$ cat config.mk
export PLATFORM = sky130hd
export DESIGN_NAME = dmc_cfg_top
export DESIGN_NICKNAME = d
export VERILOG_FILES = /design/src/hw/dmc_tag_pkg.sv /design/src/hw/dmc_tag_master.sv /design/src/hw/dmc_tag_client.sv /design/src/hw/dmc_sys_cfg_gen.sv /design/src/hw/dmc_cfg_top.sv
export VERILOG_INCLUDE_DIRS = /design/src /design/src/hw
export SDC_FILE = /design/constraint.sdc
export NUM_CORES = 1
export LEC_CHECK = 0
export ABC_AREA = 1
export BUFFER_PORTS_ARGS = -buffer_cell sky130_fd_sc_hd__buf_2
export CAP_MARGIN = 10
export CORE_ASPECT_RATIO = 0.5
export CORE_MARGIN = 3
export CORE_UTILIZATION = 62
export DETAILED_ROUTE_END_ITERATION = 10
export GPL_ROUTABILITY_DRIVEN = 0
export MAX_ROUTING_LAYER = met4
export PLACE_DENSITY = 0.78
export SYNTH_ARGS = -nofsm -noshare
export SYNTH_HDL_FRONTEND = slang
export SYNTH_HIERARCHICAL = 1
export SYNTH_SLANG_ARGS = --single-unit
$ cat constraint.sdc
create_clock -name dfi_clk_1x_i -period 3.47 [get_ports dfi_clk_1x_i]
set_input_delay 0.347 -clock dfi_clk_1x_i [delete_from_list [all_inputs] [get_ports dfi_clk_1x_i]]
set_output_delay 0.347 -clock dfi_clk_1x_i [all_outputs]
set_load 0.01 [all_outputs]
$ cat src/hw/dmc_cfg.svh
/*
 * DMC configuration tag network constants
 * Frame field widths and the node number of every configuration client
 */
`ifndef DMC_CFG_SVH
`define DMC_CFG_SVH

// Frame layout, node field sent first
`define DMC_NODE_BITS      5
`define DMC_TAG_DATA_BITS  8
`define DMC_FRAME_BITS     (`DMC_NODE_BITS + `DMC_TAG_DATA_BITS)

// Controller parameter registers
`define DMC_NODE_TREFI0        0
`define DMC_NODE_TREFI1        1
`define DMC_NODE_TRFC_TMRD     2
`define DMC_NODE_TRP_TRC       3
`define DMC_NODE_TRRD_TRAS     4
`define DMC_NODE_TWR_TRCD      5
`define DMC_NODE_TRTP_TWTR     6
`define DMC_NODE_DQS_TCAS      7
`define DMC_NODE_ROW_COL       8
`define DMC_NODE_BANK          9
`define DMC_NODE_INIT0         10
`define DMC_NODE_INIT1         11

// System control bits
`define DMC_NODE_ASYNC_RESET   16
`define DMC_NODE_STALL         17
`define DMC_NODE_TEST_MODE     18

`endif

$ cat src/hw/dmc_tag_pkg.sv
/*
 * DMC tag network types
 * Tag lane, per-client tag line bundles, the payload views and the
 * controller parameter struct fed by the configuration generator
 */
`include "dmc_cfg.svh"

package dmc_tag_pkg;

    ////////////////////
    // Tag lanes

    typedef struct packed {
        logic valid;
        logic data;
    } dmc_tag_s;

    typedef struct packed {
        dmc_tag_s [1:0] trefi;
        dmc_tag_s       trfc_tmrd;
        dmc_tag_s       trp_trc;
        dmc_tag_s       trrd_tras;
        dmc_tag_s       twr_trcd;
        dmc_tag_s       trtp_twtr;
        dmc_tag_s       dqs_sel_cal_tcas;
        dmc_tag_s       row_width_col_width;
        dmc_tag_s       bank_pos_bank_width;
        dmc_tag_s [1:0] init_cycles;
    } dmc_cfg_tag_lines_s;

    typedef struct packed {
        dmc_tag_s async_reset;
        dmc_tag_s stall_transactions;
        dmc_tag_s test_mode;
    } dmc_sys_tag_lines_s;

    ////////////////////
    // Payload views

    typedef struct packed {
        logic [`DMC_TAG_DATA_BITS/2-1:0] hi;
        logic [`DMC_TAG_DATA_BITS/2-1:0] lo;
    } dmc_nibble_pair_s;

    // Whole byte for split wide registers, nibble pair for timing pairs
    typedef union packed {
        logic [`DMC_TAG_DATA_BITS-1:0] whole;
        dmc_nibble_pair_s              pair;
    } dmc_tag_payload_u;

    ////////////////////
    // Controller parameters

    typedef struct packed {
        logic [2*`DMC_TAG_DATA_BITS-1:0] trefi;
        logic [3:0]                      trfc;
        logic [3:0]                      tmrd;
        logic [3:0]                      trp;
        logic [3:0]                      trc;
        logic [3:0]                      trrd;
        logic [3:0]                      tras;
        logic [3:0]                      twr;
        logic [3:0]                      trcd;
        logic [3:0]                      trtp;
        logic [3:0]                      twtr;
        logic [3:0]                      tcas;
        logic [2:0]                      dqs_sel_cal;
        logic [3:0]                      row_width;
        logic [3:0]                      col_width;
        logic [3:0]                      bank_pos;
        logic [3:0]                      bank_width;
        logic [2*`DMC_TAG_DATA_BITS-1:0] init_cycles;
    } dmc_param_s;

endpackage

$ cat src/hw/dmc_tag_master.sv
/*
 * DMC tag master
 * Accepts one parallel write at a time and broadcasts it as a serial
 * frame on the tag lane, node first then payload, MSB first.
 * An idle cycle separates frames before ready returns.
 */
`timescale 1ns/1ps
`include "dmc_cfg.svh"

module dmc_tag_master
(
    input  logic                          dfi_clk_1x_i,
    input  logic                          rst_i,
    input  logic                          wr_v_i,
    input  logic [`DMC_NODE_BITS-1:0]     wr_node_i,
    input  logic [`DMC_TAG_DATA_BITS-1:0] wr_data_i,
    output logic                          ready_o,
    output dmc_tag_pkg::dmc_tag_s         tag_o
);

    localparam int unsigned CNT_W = $clog2(`DMC_FRAME_BITS + 2);
    localparam logic [CNT_W-1:0] FRAME_LEN = CNT_W'(`DMC_FRAME_BITS);
    // Last count of the busy period, covers the idle gap
    localparam logic [CNT_W-1:0] LAST_CNT = CNT_W'(`DMC_FRAME_BITS + 1);

    logic [`DMC_FRAME_BITS-1:0] shift_r;
    logic [CNT_W-1:0]           cnt_r;
    logic                       tag_v_r;
    logic                       tag_d_r;
    logic                       accept_w;

    assign accept_w = wr_v_i && ready_o;

    ////////////////////
    // Control

    always_ff @(posedge dfi_clk_1x_i)
    begin
        if (rst_i)
        begin
            ready_o <= 1'b1;
            cnt_r   <= '0;
            tag_v_r <= 1'b0;
        end
        else if (ready_o)
        begin
            tag_v_r <= 1'b0;
            if (accept_w)
            begin
                ready_o <= 1'b0;
                cnt_r   <= '0;
            end
        end
        else
        begin
            tag_v_r <= (cnt_r < FRAME_LEN);
            cnt_r   <= cnt_r + 1'b1;
            if (cnt_r == LAST_CNT)
                ready_o <= 1'b1;
        end
    end

    ////////////////////
    // Serializer

    always_ff @(posedge dfi_clk_1x_i)
    begin
        if (accept_w)
        begin
            shift_r <= {wr_node_i, wr_data_i};
        end
        else if (!ready_o)
        begin
            tag_d_r <= shift_r[`DMC_FRAME_BITS-1];
            shift_r <= {shift_r[`DMC_FRAME_BITS-2:0], 1'b0};
        end
    end

    assign tag_o.valid = tag_v_r;
    assign tag_o.data  = tag_d_r;

endmodule

$ cat src/hw/dmc_tag_client.sv
/*
 * DMC tag client
 * Collects one serial frame from the tag lane and keeps the low
 * WIDTH payload bits when the node field matches NODE_ID.
 * Partial frames are dropped.
 */
`timescale 1ns/1ps
`include "dmc_cfg.svh"

module dmc_tag_client
#(
    parameter int unsigned NODE_ID = 0,
    parameter int unsigned WIDTH   = `DMC_TAG_DATA_BITS
)
(
    input  logic                  dfi_clk_1x_i,
    input  logic                  rst_i,
    input  dmc_tag_pkg::dmc_tag_s tag_i,
    output logic                  recv_new_r_o,
    output logic [WIDTH-1:0]      recv_data_r_o
);

    localparam int unsigned CNT_W = $clog2(`DMC_FRAME_BITS + 1);
    localparam logic [CNT_W-1:0] LAST_BIT = CNT_W'(`DMC_FRAME_BITS - 1);
    localparam logic [CNT_W-1:0] FULL_CNT = CNT_W'(`DMC_FRAME_BITS);
    localparam logic [`DMC_NODE_BITS-1:0] MY_NODE = `DMC_NODE_BITS'(NODE_ID);

    logic [`DMC_FRAME_BITS-2:0] shift_r;
    logic [CNT_W-1:0]           cnt_r;
    logic [`DMC_FRAME_BITS-1:0] frame_w;
    logic                       frame_done_w;
    logic                       node_hit_w;

    // Current lane bit completes the frame on the last count
    assign frame_w      = {shift_r, tag_i.data};
    assign frame_done_w = tag_i.valid && (cnt_r == LAST_BIT);
    assign node_hit_w   = (frame_w[`DMC_FRAME_BITS-1 -: `DMC_NODE_BITS] == MY_NODE);

    ////////////////////
    // Bit counter

    always_ff @(posedge dfi_clk_1x_i)
    begin
        if (rst_i)
            cnt_r <= '0;
        else if (!tag_i.valid)
            cnt_r <= '0;
        else if (cnt_r != FULL_CNT)
            cnt_r <= cnt_r + 1'b1;
    end

    always_ff @(posedge dfi_clk_1x_i)
    begin
        if (tag_i.valid)
            shift_r <= frame_w[`DMC_FRAME_BITS-2:0];
    end

    ////////////////////
    // Received value

    always_ff @(posedge dfi_clk_1x_i)
    begin
        if (rst_i)
        begin
            recv_new_r_o  <= 1'b0;
            recv_data_r_o <= '0;
        end
        else
        begin
            recv_new_r_o <= frame_done_w && node_hit_w;
            if (frame_done_w && node_hit_w)
                recv_data_r_o <= frame_w[WIDTH-1:0];
        end
    end

endmodule

$ cat src/hw/dmc_sys_cfg_gen.sv
/*
 * DMC system configuration generator
 * One tag client per configuration register. Client values are mapped
 * into the controller parameter struct and three system control bits.
 */
`timescale 1ns/1ps
`include "dmc_cfg.svh"

module dmc_sys_cfg_gen
(
    input  logic                            dfi_clk_1x_i,
    input  logic                            rst_i,
    input  dmc_tag_pkg::dmc_cfg_tag_lines_s cfg_tag_lines_i,
    input  dmc_tag_pkg::dmc_sys_tag_lines_s sys_tag_lines_i,
    output dmc_tag_pkg::dmc_param_s         dmc_p_o,
    output logic                            async_reset_o,
    output logic                            stall_transactions_o,
    output logic                            test_mode_o
);

    import dmc_tag_pkg::*;

    localparam int unsigned BYTE_W = `DMC_TAG_DATA_BITS;

    // Nibble pair registers, first named field in hi
    localparam int unsigned PAIR_NODE [7] = '{
        `DMC_NODE_TRFC_TMRD,
        `DMC_NODE_TRP_TRC,
        `DMC_NODE_TRRD_TRAS,
        `DMC_NODE_TWR_TRCD,
        `DMC_NODE_TRTP_TWTR,
        `DMC_NODE_ROW_COL,
        `DMC_NODE_BANK
    };
    localparam int unsigned SYS_NODE [3] = '{
        `DMC_NODE_ASYNC_RESET,
        `DMC_NODE_STALL,
        `DMC_NODE_TEST_MODE
    };

    dmc_tag_payload_u trefi_val_w [2];
    dmc_tag_payload_u init_val_w [2];
    dmc_tag_s         pair_tag_w [7];
    dmc_tag_payload_u pair_val_w [7];
    logic [6:0]       dqs_tcas_w;
    dmc_tag_s         sys_tag_w [3];
    logic             sys_val_w [3];

    assign pair_tag_w = '{
        cfg_tag_lines_i.trfc_tmrd,
        cfg_tag_lines_i.trp_trc,
        cfg_tag_lines_i.trrd_tras,
        cfg_tag_lines_i.twr_trcd,
        cfg_tag_lines_i.trtp_twtr,
        cfg_tag_lines_i.row_width_col_width,
        cfg_tag_lines_i.bank_pos_bank_width
    };
    assign sys_tag_w = '{
        sys_tag_lines_i.async_reset,
        sys_tag_lines_i.stall_transactions,
        sys_tag_lines_i.test_mode
    };

    ////////////////////
    // Split 16-bit registers, index 1 is the upper byte

    for (genvar i = 0; i < 2; i++)
    begin : g_wide
        dmc_tag_client #(.NODE_ID(`DMC_NODE_TREFI0 + i), .WIDTH(BYTE_W)) u_trefi
        (
            .dfi_clk_1x_i  (dfi_clk_1x_i),
            .rst_i         (rst_i),
            .tag_i         (cfg_tag_lines_i.trefi[i]),
            .recv_new_r_o  (),
            .recv_data_r_o (trefi_val_w[i])
        );

        dmc_tag_client #(.NODE_ID(`DMC_NODE_INIT0 + i), .WIDTH(BYTE_W)) u_init
        (
            .dfi_clk_1x_i  (dfi_clk_1x_i),
            .rst_i         (rst_i),
            .tag_i         (cfg_tag_lines_i.init_cycles[i]),
            .recv_new_r_o  (),
            .recv_data_r_o (init_val_w[i])
        );

        assign dmc_p_o.trefi[i*BYTE_W +: BYTE_W]       = trefi_val_w[i].whole;
        assign dmc_p_o.init_cycles[i*BYTE_W +: BYTE_W] = init_val_w[i].whole;
    end

    ////////////////////
    // Timing pairs

    for (genvar i = 0; i < 7; i++)
    begin : g_pair
        dmc_tag_client #(.NODE_ID(PAIR_NODE[i]), .WIDTH(BYTE_W)) u_client
        (
            .dfi_clk_1x_i  (dfi_clk_1x_i),
            .rst_i         (rst_i),
            .tag_i         (pair_tag_w[i]),
            .recv_new_r_o  (),
            .recv_data_r_o (pair_val_w[i])
        );
    end

    assign dmc_p_o.trfc       = pair_val_w[0].pair.hi;
    assign dmc_p_o.tmrd       = pair_val_w[0].pair.lo;
    assign dmc_p_o.trp        = pair_val_w[1].pair.hi;
    assign dmc_p_o.trc        = pair_val_w[1].pair.lo;
    assign dmc_p_o.trrd       = pair_val_w[2].pair.hi;
    assign dmc_p_o.tras       = pair_val_w[2].pair.lo;
    assign dmc_p_o.twr        = pair_val_w[3].pair.hi;
    assign dmc_p_o.trcd       = pair_val_w[3].pair.lo;
    assign dmc_p_o.trtp       = pair_val_w[4].pair.hi;
    assign dmc_p_o.twtr       = pair_val_w[4].pair.lo;
    assign dmc_p_o.row_width  = pair_val_w[5].pair.hi;
    assign dmc_p_o.col_width  = pair_val_w[5].pair.lo;
    assign dmc_p_o.bank_pos   = pair_val_w[6].pair.hi;
    assign dmc_p_o.bank_width = pair_val_w[6].pair.lo;

    // DQS select is 3 bits, top payload bit not kept
    dmc_tag_client #(.NODE_ID(`DMC_NODE_DQS_TCAS), .WIDTH(7)) u_dqs_tcas
    (
        .dfi_clk_1x_i  (dfi_clk_1x_i),
        .rst_i         (rst_i),
        .tag_i         (cfg_tag_lines_i.dqs_sel_cal_tcas),
        .recv_new_r_o  (),
        .recv_data_r_o (dqs_tcas_w)
    );

    assign dmc_p_o.dqs_sel_cal = dqs_tcas_w[6:4];
    assign dmc_p_o.tcas        = dqs_tcas_w[3:0];

    ////////////////////
    // System control bits

    for (genvar i = 0; i < 3; i++)
    begin : g_sys
        dmc_tag_client #(.NODE_ID(SYS_NODE[i]), .WIDTH(1)) u_client
        (
            .dfi_clk_1x_i  (dfi_clk_1x_i),
            .rst_i         (rst_i),
            .tag_i         (sys_tag_w[i]),
            .recv_new_r_o  (),
            .recv_data_r_o (sys_val_w[i])
        );
    end

    assign async_reset_o        = sys_val_w[0];
    assign stall_transactions_o = sys_val_w[1];
    assign test_mode_o          = sys_val_w[2];

endmodule

$ cat src/hw/dmc_cfg_top.sv
/*
 * DMC configuration path top
 * Tag master driving a single lane, broadcast to every client
 * of the configuration generator
 */
`timescale 1ns/1ps
`include "dmc_cfg.svh"

module dmc_cfg_top
(
    input  logic                          dfi_clk_1x_i,
    input  logic                          rst_i,
    input  logic                          wr_v_i,
    input  logic [`DMC_NODE_BITS-1:0]     wr_node_i,
    input  logic [`DMC_TAG_DATA_BITS-1:0] wr_data_i,
    output logic                          ready_o,
    output dmc_tag_pkg::dmc_param_s       dmc_p_o,
    output logic                          async_reset_o,
    output logic                          stall_transactions_o,
    output logic                          test_mode_o
);

    import dmc_tag_pkg::*;

    dmc_tag_s           tag_w;
    dmc_cfg_tag_lines_s cfg_lines_w;
    dmc_sys_tag_lines_s sys_lines_w;

    dmc_tag_master u_master
    (
        .dfi_clk_1x_i (dfi_clk_1x_i),
        .rst_i        (rst_i),
        .wr_v_i       (wr_v_i),
        .wr_node_i    (wr_node_i),
        .wr_data_i    (wr_data_i),
        .ready_o      (ready_o),
        .tag_o        (tag_w)
    );

    // Broadcast, clients filter on node number
    assign cfg_lines_w.trefi               = {2{tag_w}};
    assign cfg_lines_w.trfc_tmrd           = tag_w;
    assign cfg_lines_w.trp_trc             = tag_w;
    assign cfg_lines_w.trrd_tras           = tag_w;
    assign cfg_lines_w.twr_trcd            = tag_w;
    assign cfg_lines_w.trtp_twtr           = tag_w;
    assign cfg_lines_w.dqs_sel_cal_tcas    = tag_w;
    assign cfg_lines_w.row_width_col_width = tag_w;
    assign cfg_lines_w.bank_pos_bank_width = tag_w;
    assign cfg_lines_w.init_cycles         = {2{tag_w}};

    assign sys_lines_w.async_reset        = tag_w;
    assign sys_lines_w.stall_transactions = tag_w;
    assign sys_lines_w.test_mode          = tag_w;

    dmc_sys_cfg_gen u_cfg_gen
    (
        .dfi_clk_1x_i         (dfi_clk_1x_i),
        .rst_i                (rst_i),
        .cfg_tag_lines_i      (cfg_lines_w),
        .sys_tag_lines_i      (sys_lines_w),
        .dmc_p_o              (dmc_p_o),
        .async_reset_o        (async_reset_o),
        .stall_transactions_o (stall_transactions_o),
        .test_mode_o          (test_mode_o)
    );

endmodule

==> run_results.csv <==
group,metric,value,unit
worst_setup_path,r2r-start,"u_master/tag_v_r",
global_route,groute.usage.overall,0.210,
min_path,hp-start,"wr_data_i[3]",
route,firstDrtPassIters,5,
power_and_ir_drop,p_total,8.31,mW
cts,numCtsBuffers,30,
worst_setup_path,crit_type,"flop to flop",
placement,portBuffers,114,
route,vias,9950,
worst_setup_path,slowest_delay,0.77,ns
worst_setup_path,endpoint_kind,"flop",
run_status,outcome,"finished clean",
sta,report.final.slew_viol_count,0,
sta,rsz0062_at_grt,"no",
yosys,syn_area,0.0147,mm²
cts,cts_sinks,358,
worst_setup_path,crit_slowest_cell,"dfxtp_4",
layout,fillers,1602,
worst_setup_path,required,3.96,ns
floorplanning,start_util,0.638,
cts,holdBufCountCts,0,
route,wl_per_cell,13.3,µm
floorplanning,dieHeight,115,µm
route,drc_errors,0,
route,ant_nets,0,
sta,setup_viol,0,
global_route,grt_start_max_net_pins,54,
min_path,hold-path-cell-count,3,
floorplanning,pin_count,115,
floorplanning,fp-row-count,39,
min_path,holdPathEnd,"u_master/shift_r[3]",
min_path,hp-class,"input port to flop",
worst_setup_path,cpMostUsedCell,"nor2_1",
worst_setup_path,worstPathCellList,"buf_4, nand2_1, nor2_2, nand2_4, nor2_8, nor2_1, nor2_1",
sta,slew-limit-headroom,0.508,
power_and_ir_drop,irDropWorstVdd,0.451,mV
layout,syn_to_final_growth,13.5,%
cts,cts_setup_buffers,0,
worst_setup_path,start_kind,"flop",
cts,tritoncts,"built",
placement,postPlaceCellArea,0.0157,mm²
worst_setup_path,r2r-end,"u_cfg_gen/u_dqs_tcas/recv_data_r_o[2]",
route,vias_per_cell,5.15,
layout,stdcell_area,0.0167,mm²
cts,ctsResizeCount,0,
yosys,syn_area_per_cell,10.2,µm²
layout,nets,1665,
worst_setup_path,worstPathMaxFanout,53,
sta,finalClockSkew,0.0106,ns
floorplanning,coreArea,0.0231,mm²
route,drtIter0Drc,607,
cts,cts_max_level,1,
global_route,antenna_found_initial,0,
placement,dpl.hpwl,17.6,mm
global_route,grt_pass1_wl,44.0,mm
worst_setup_path,reg2regPathDepth,7,
global_route,grt_pass1_vias,9636,
sta,tns,0,ns
cts,clkLatencyLatePin,0.56,ns
sta,finalCritPeriodShare,0.562,
placement,place_ws,1.53,ns
sta,worst_pin_slew,0.738,ns
cts,clk_path_buf_depth,3,
sta,clock.fmax,513,MHz
yosys,synth_nets,1514,
power_and_ir_drop,power.density_cell_area,497,mW/mm²
sta,hold_violations,0,
cts,cts-root-buf,"clkbuf_16",
global_route,overflow,0,
route,wl,25.8,mm
layout,final_layout_size_suffix_gt1_frac,0.162,
power_and_ir_drop,p_leak,7.65,nW
yosys,netlist_instances,1450,
cts,cts.clk_slew.worst_paths,0.06,ns
worst_setup_path,r2r_slack,1.52,ns
floorplanning,die_area,0.0257,mm²
worst_setup_path,critPathArrivalTime,2.44,ns
run,drv_cap,0,
layout,antenna_cells,0,
sta,setup_slack,1.52,ns
sta,period_minus_slack,1.95,ns
yosys,yosysWarnings,6,
floorplanning,die_width,224,µm
==> power breakdown <==
group | internal [mW] | leakage [nW] | switching, mW
combinational | 0.0801 | 4.04 | 0.198
sequential | 4.59 | 3.12 | 0.0761
clock | 1.92 | 0.486 | 1.45
total | 6.58 | 7.65 | 1.73
==> sequential cells by signal (all words and copies together) (netlist names), 4 cells and up <==
name                                     cells
u_cfg_gen/g_pair.u_client/shift_r           84
u_cfg_gen/u_dqs_tcas/cnt_r                   4
u_cfg_gen/u_dqs_tcas/shift_r                12
u_cfg_gen/g_wide.u_trefi/cnt_r               8
u_cfg_gen/g_wide.u_trefi/shift_r            24
u_cfg_gen/g_wide.u_init/recv_data_r_o       16
u_master/cnt_r                               4
u_cfg_gen/g_sys.u_client/shift_r            36
u_cfg_gen/g_pair.u_client/recv_data_r_o     56
u_cfg_gen/u_dqs_tcas/recv_data_r_o           7
u_cfg_gen/g_wide.u_init/shift_r             24
u_cfg_gen/g_wide.u_trefi/recv_data_r_o      16
u_cfg_gen/g_sys.u_client/cnt_r              12
u_cfg_gen/g_wide.u_init/cnt_r                8
u_cfg_gen/g_pair.u_client/cnt_r             28
u_master/shift_r                            13
==> worst max path at each step <==
| stage | from | slack, ns | depth (start not counted) | end |
|---|---|---|---|---|
| after floorplan | u_master/tag_v_r | 0.80 | 7 | u_cfg_gen/g_pair[3].u_client/recv_data_r_o[0] |
| after global placement | u_master/tag_v_r | 1.65 | 7 | u_cfg_gen/u_dqs_tcas/recv_data_r_o[0] |
| after detailed placement | u_master/tag_v_r | 1.53 | 7 | u_cfg_gen/u_dqs_tcas/recv_data_r_o[2] |
| after CTS | u_master/tag_v_r | 1.50 | 7 | u_cfg_gen/u_dqs_tcas/recv_data_r_o[4] |
| after global routing | u_master/tag_v_r | 1.35 | 7 | u_cfg_gen/u_dqs_tcas/recv_data_r_o[5] |
| final | u_master/tag_v_r | 1.52 | 7 | u_cfg_gen/u_dqs_tcas/recv_data_r_o[2] |
==> cell type report <==
class / count / area (µm²) / area share
Multi-Input combinational cell: 845 / 4650 / 0.278
Clock buffer: 47 / 896 / 0.0536
Clock inverter: 9 / 92.6 / 0.00554
Tap cell: 307 / 384 / 0.0230
Timing Repair Buffer: 123 / 638 / 0.0382
Inverter: 243 / 932 / 0.0558
Sequential cell: 358 / 9110 / 0.545
==> metrics by stage <==
stage          hold WS [ns]   util  instances
2_1_floorplan         0.400      -       1450
3_3_place_gp          0.402  0.681       1876
3_5_place_dp          0.405  0.681       1876
4_1_cts              0.0234  0.724       1932
5_1_grt              0.0324  0.724       1932
6_report             0.0530  0.724       1932
==> worst max-delay path, delay by kind of cell, from the launching register on <==
family	cells	cell delay, ns
buffers and inverters	1	0.46
AND/OR/NAND/NOR	6	0.60
flip-flops	1	0.77
==> placed cells by master (no fill, tap or decap), types with 3 or more instances in the layout <==
cell,n
or2_2,4
a21oi_1,36
nand2_4,3
nor2_1,238
buf_2,114
o21bai_1,11
nand2_2,12
nand2_1,276
clkinv_2,5
clkinv_1,15
inv_1,202
nand4_1,98
a31oi_1,6
nor2_8,11
buf_4,9
clkbuf_16,31
o21ai_1,3
nor2_2,11
nor2_4,11
xnor2_1,10
o21ai_0,5
nand3_1,31
clkbuf_1,10
ha_1,48
nand3b_4,5
clkbuf_8,6
inv_2,20
edfxtp_1,194
nor3_4,9
xor2_1,9
inv_4,8
dfxtp_1,163
==> per-layer routing <==
layer | share of wire | track usage | routed length [µm]
met5 | 0 | - | 0
met4 | 0.021 | 0.0557 | 544
met1 | 0.45 | 0.260 | 11500
met2 | 0.49 | 0.364 | 12600
met3 | 0.042 | 0.0372 | 1070
(Power assumes the default switching activity.)
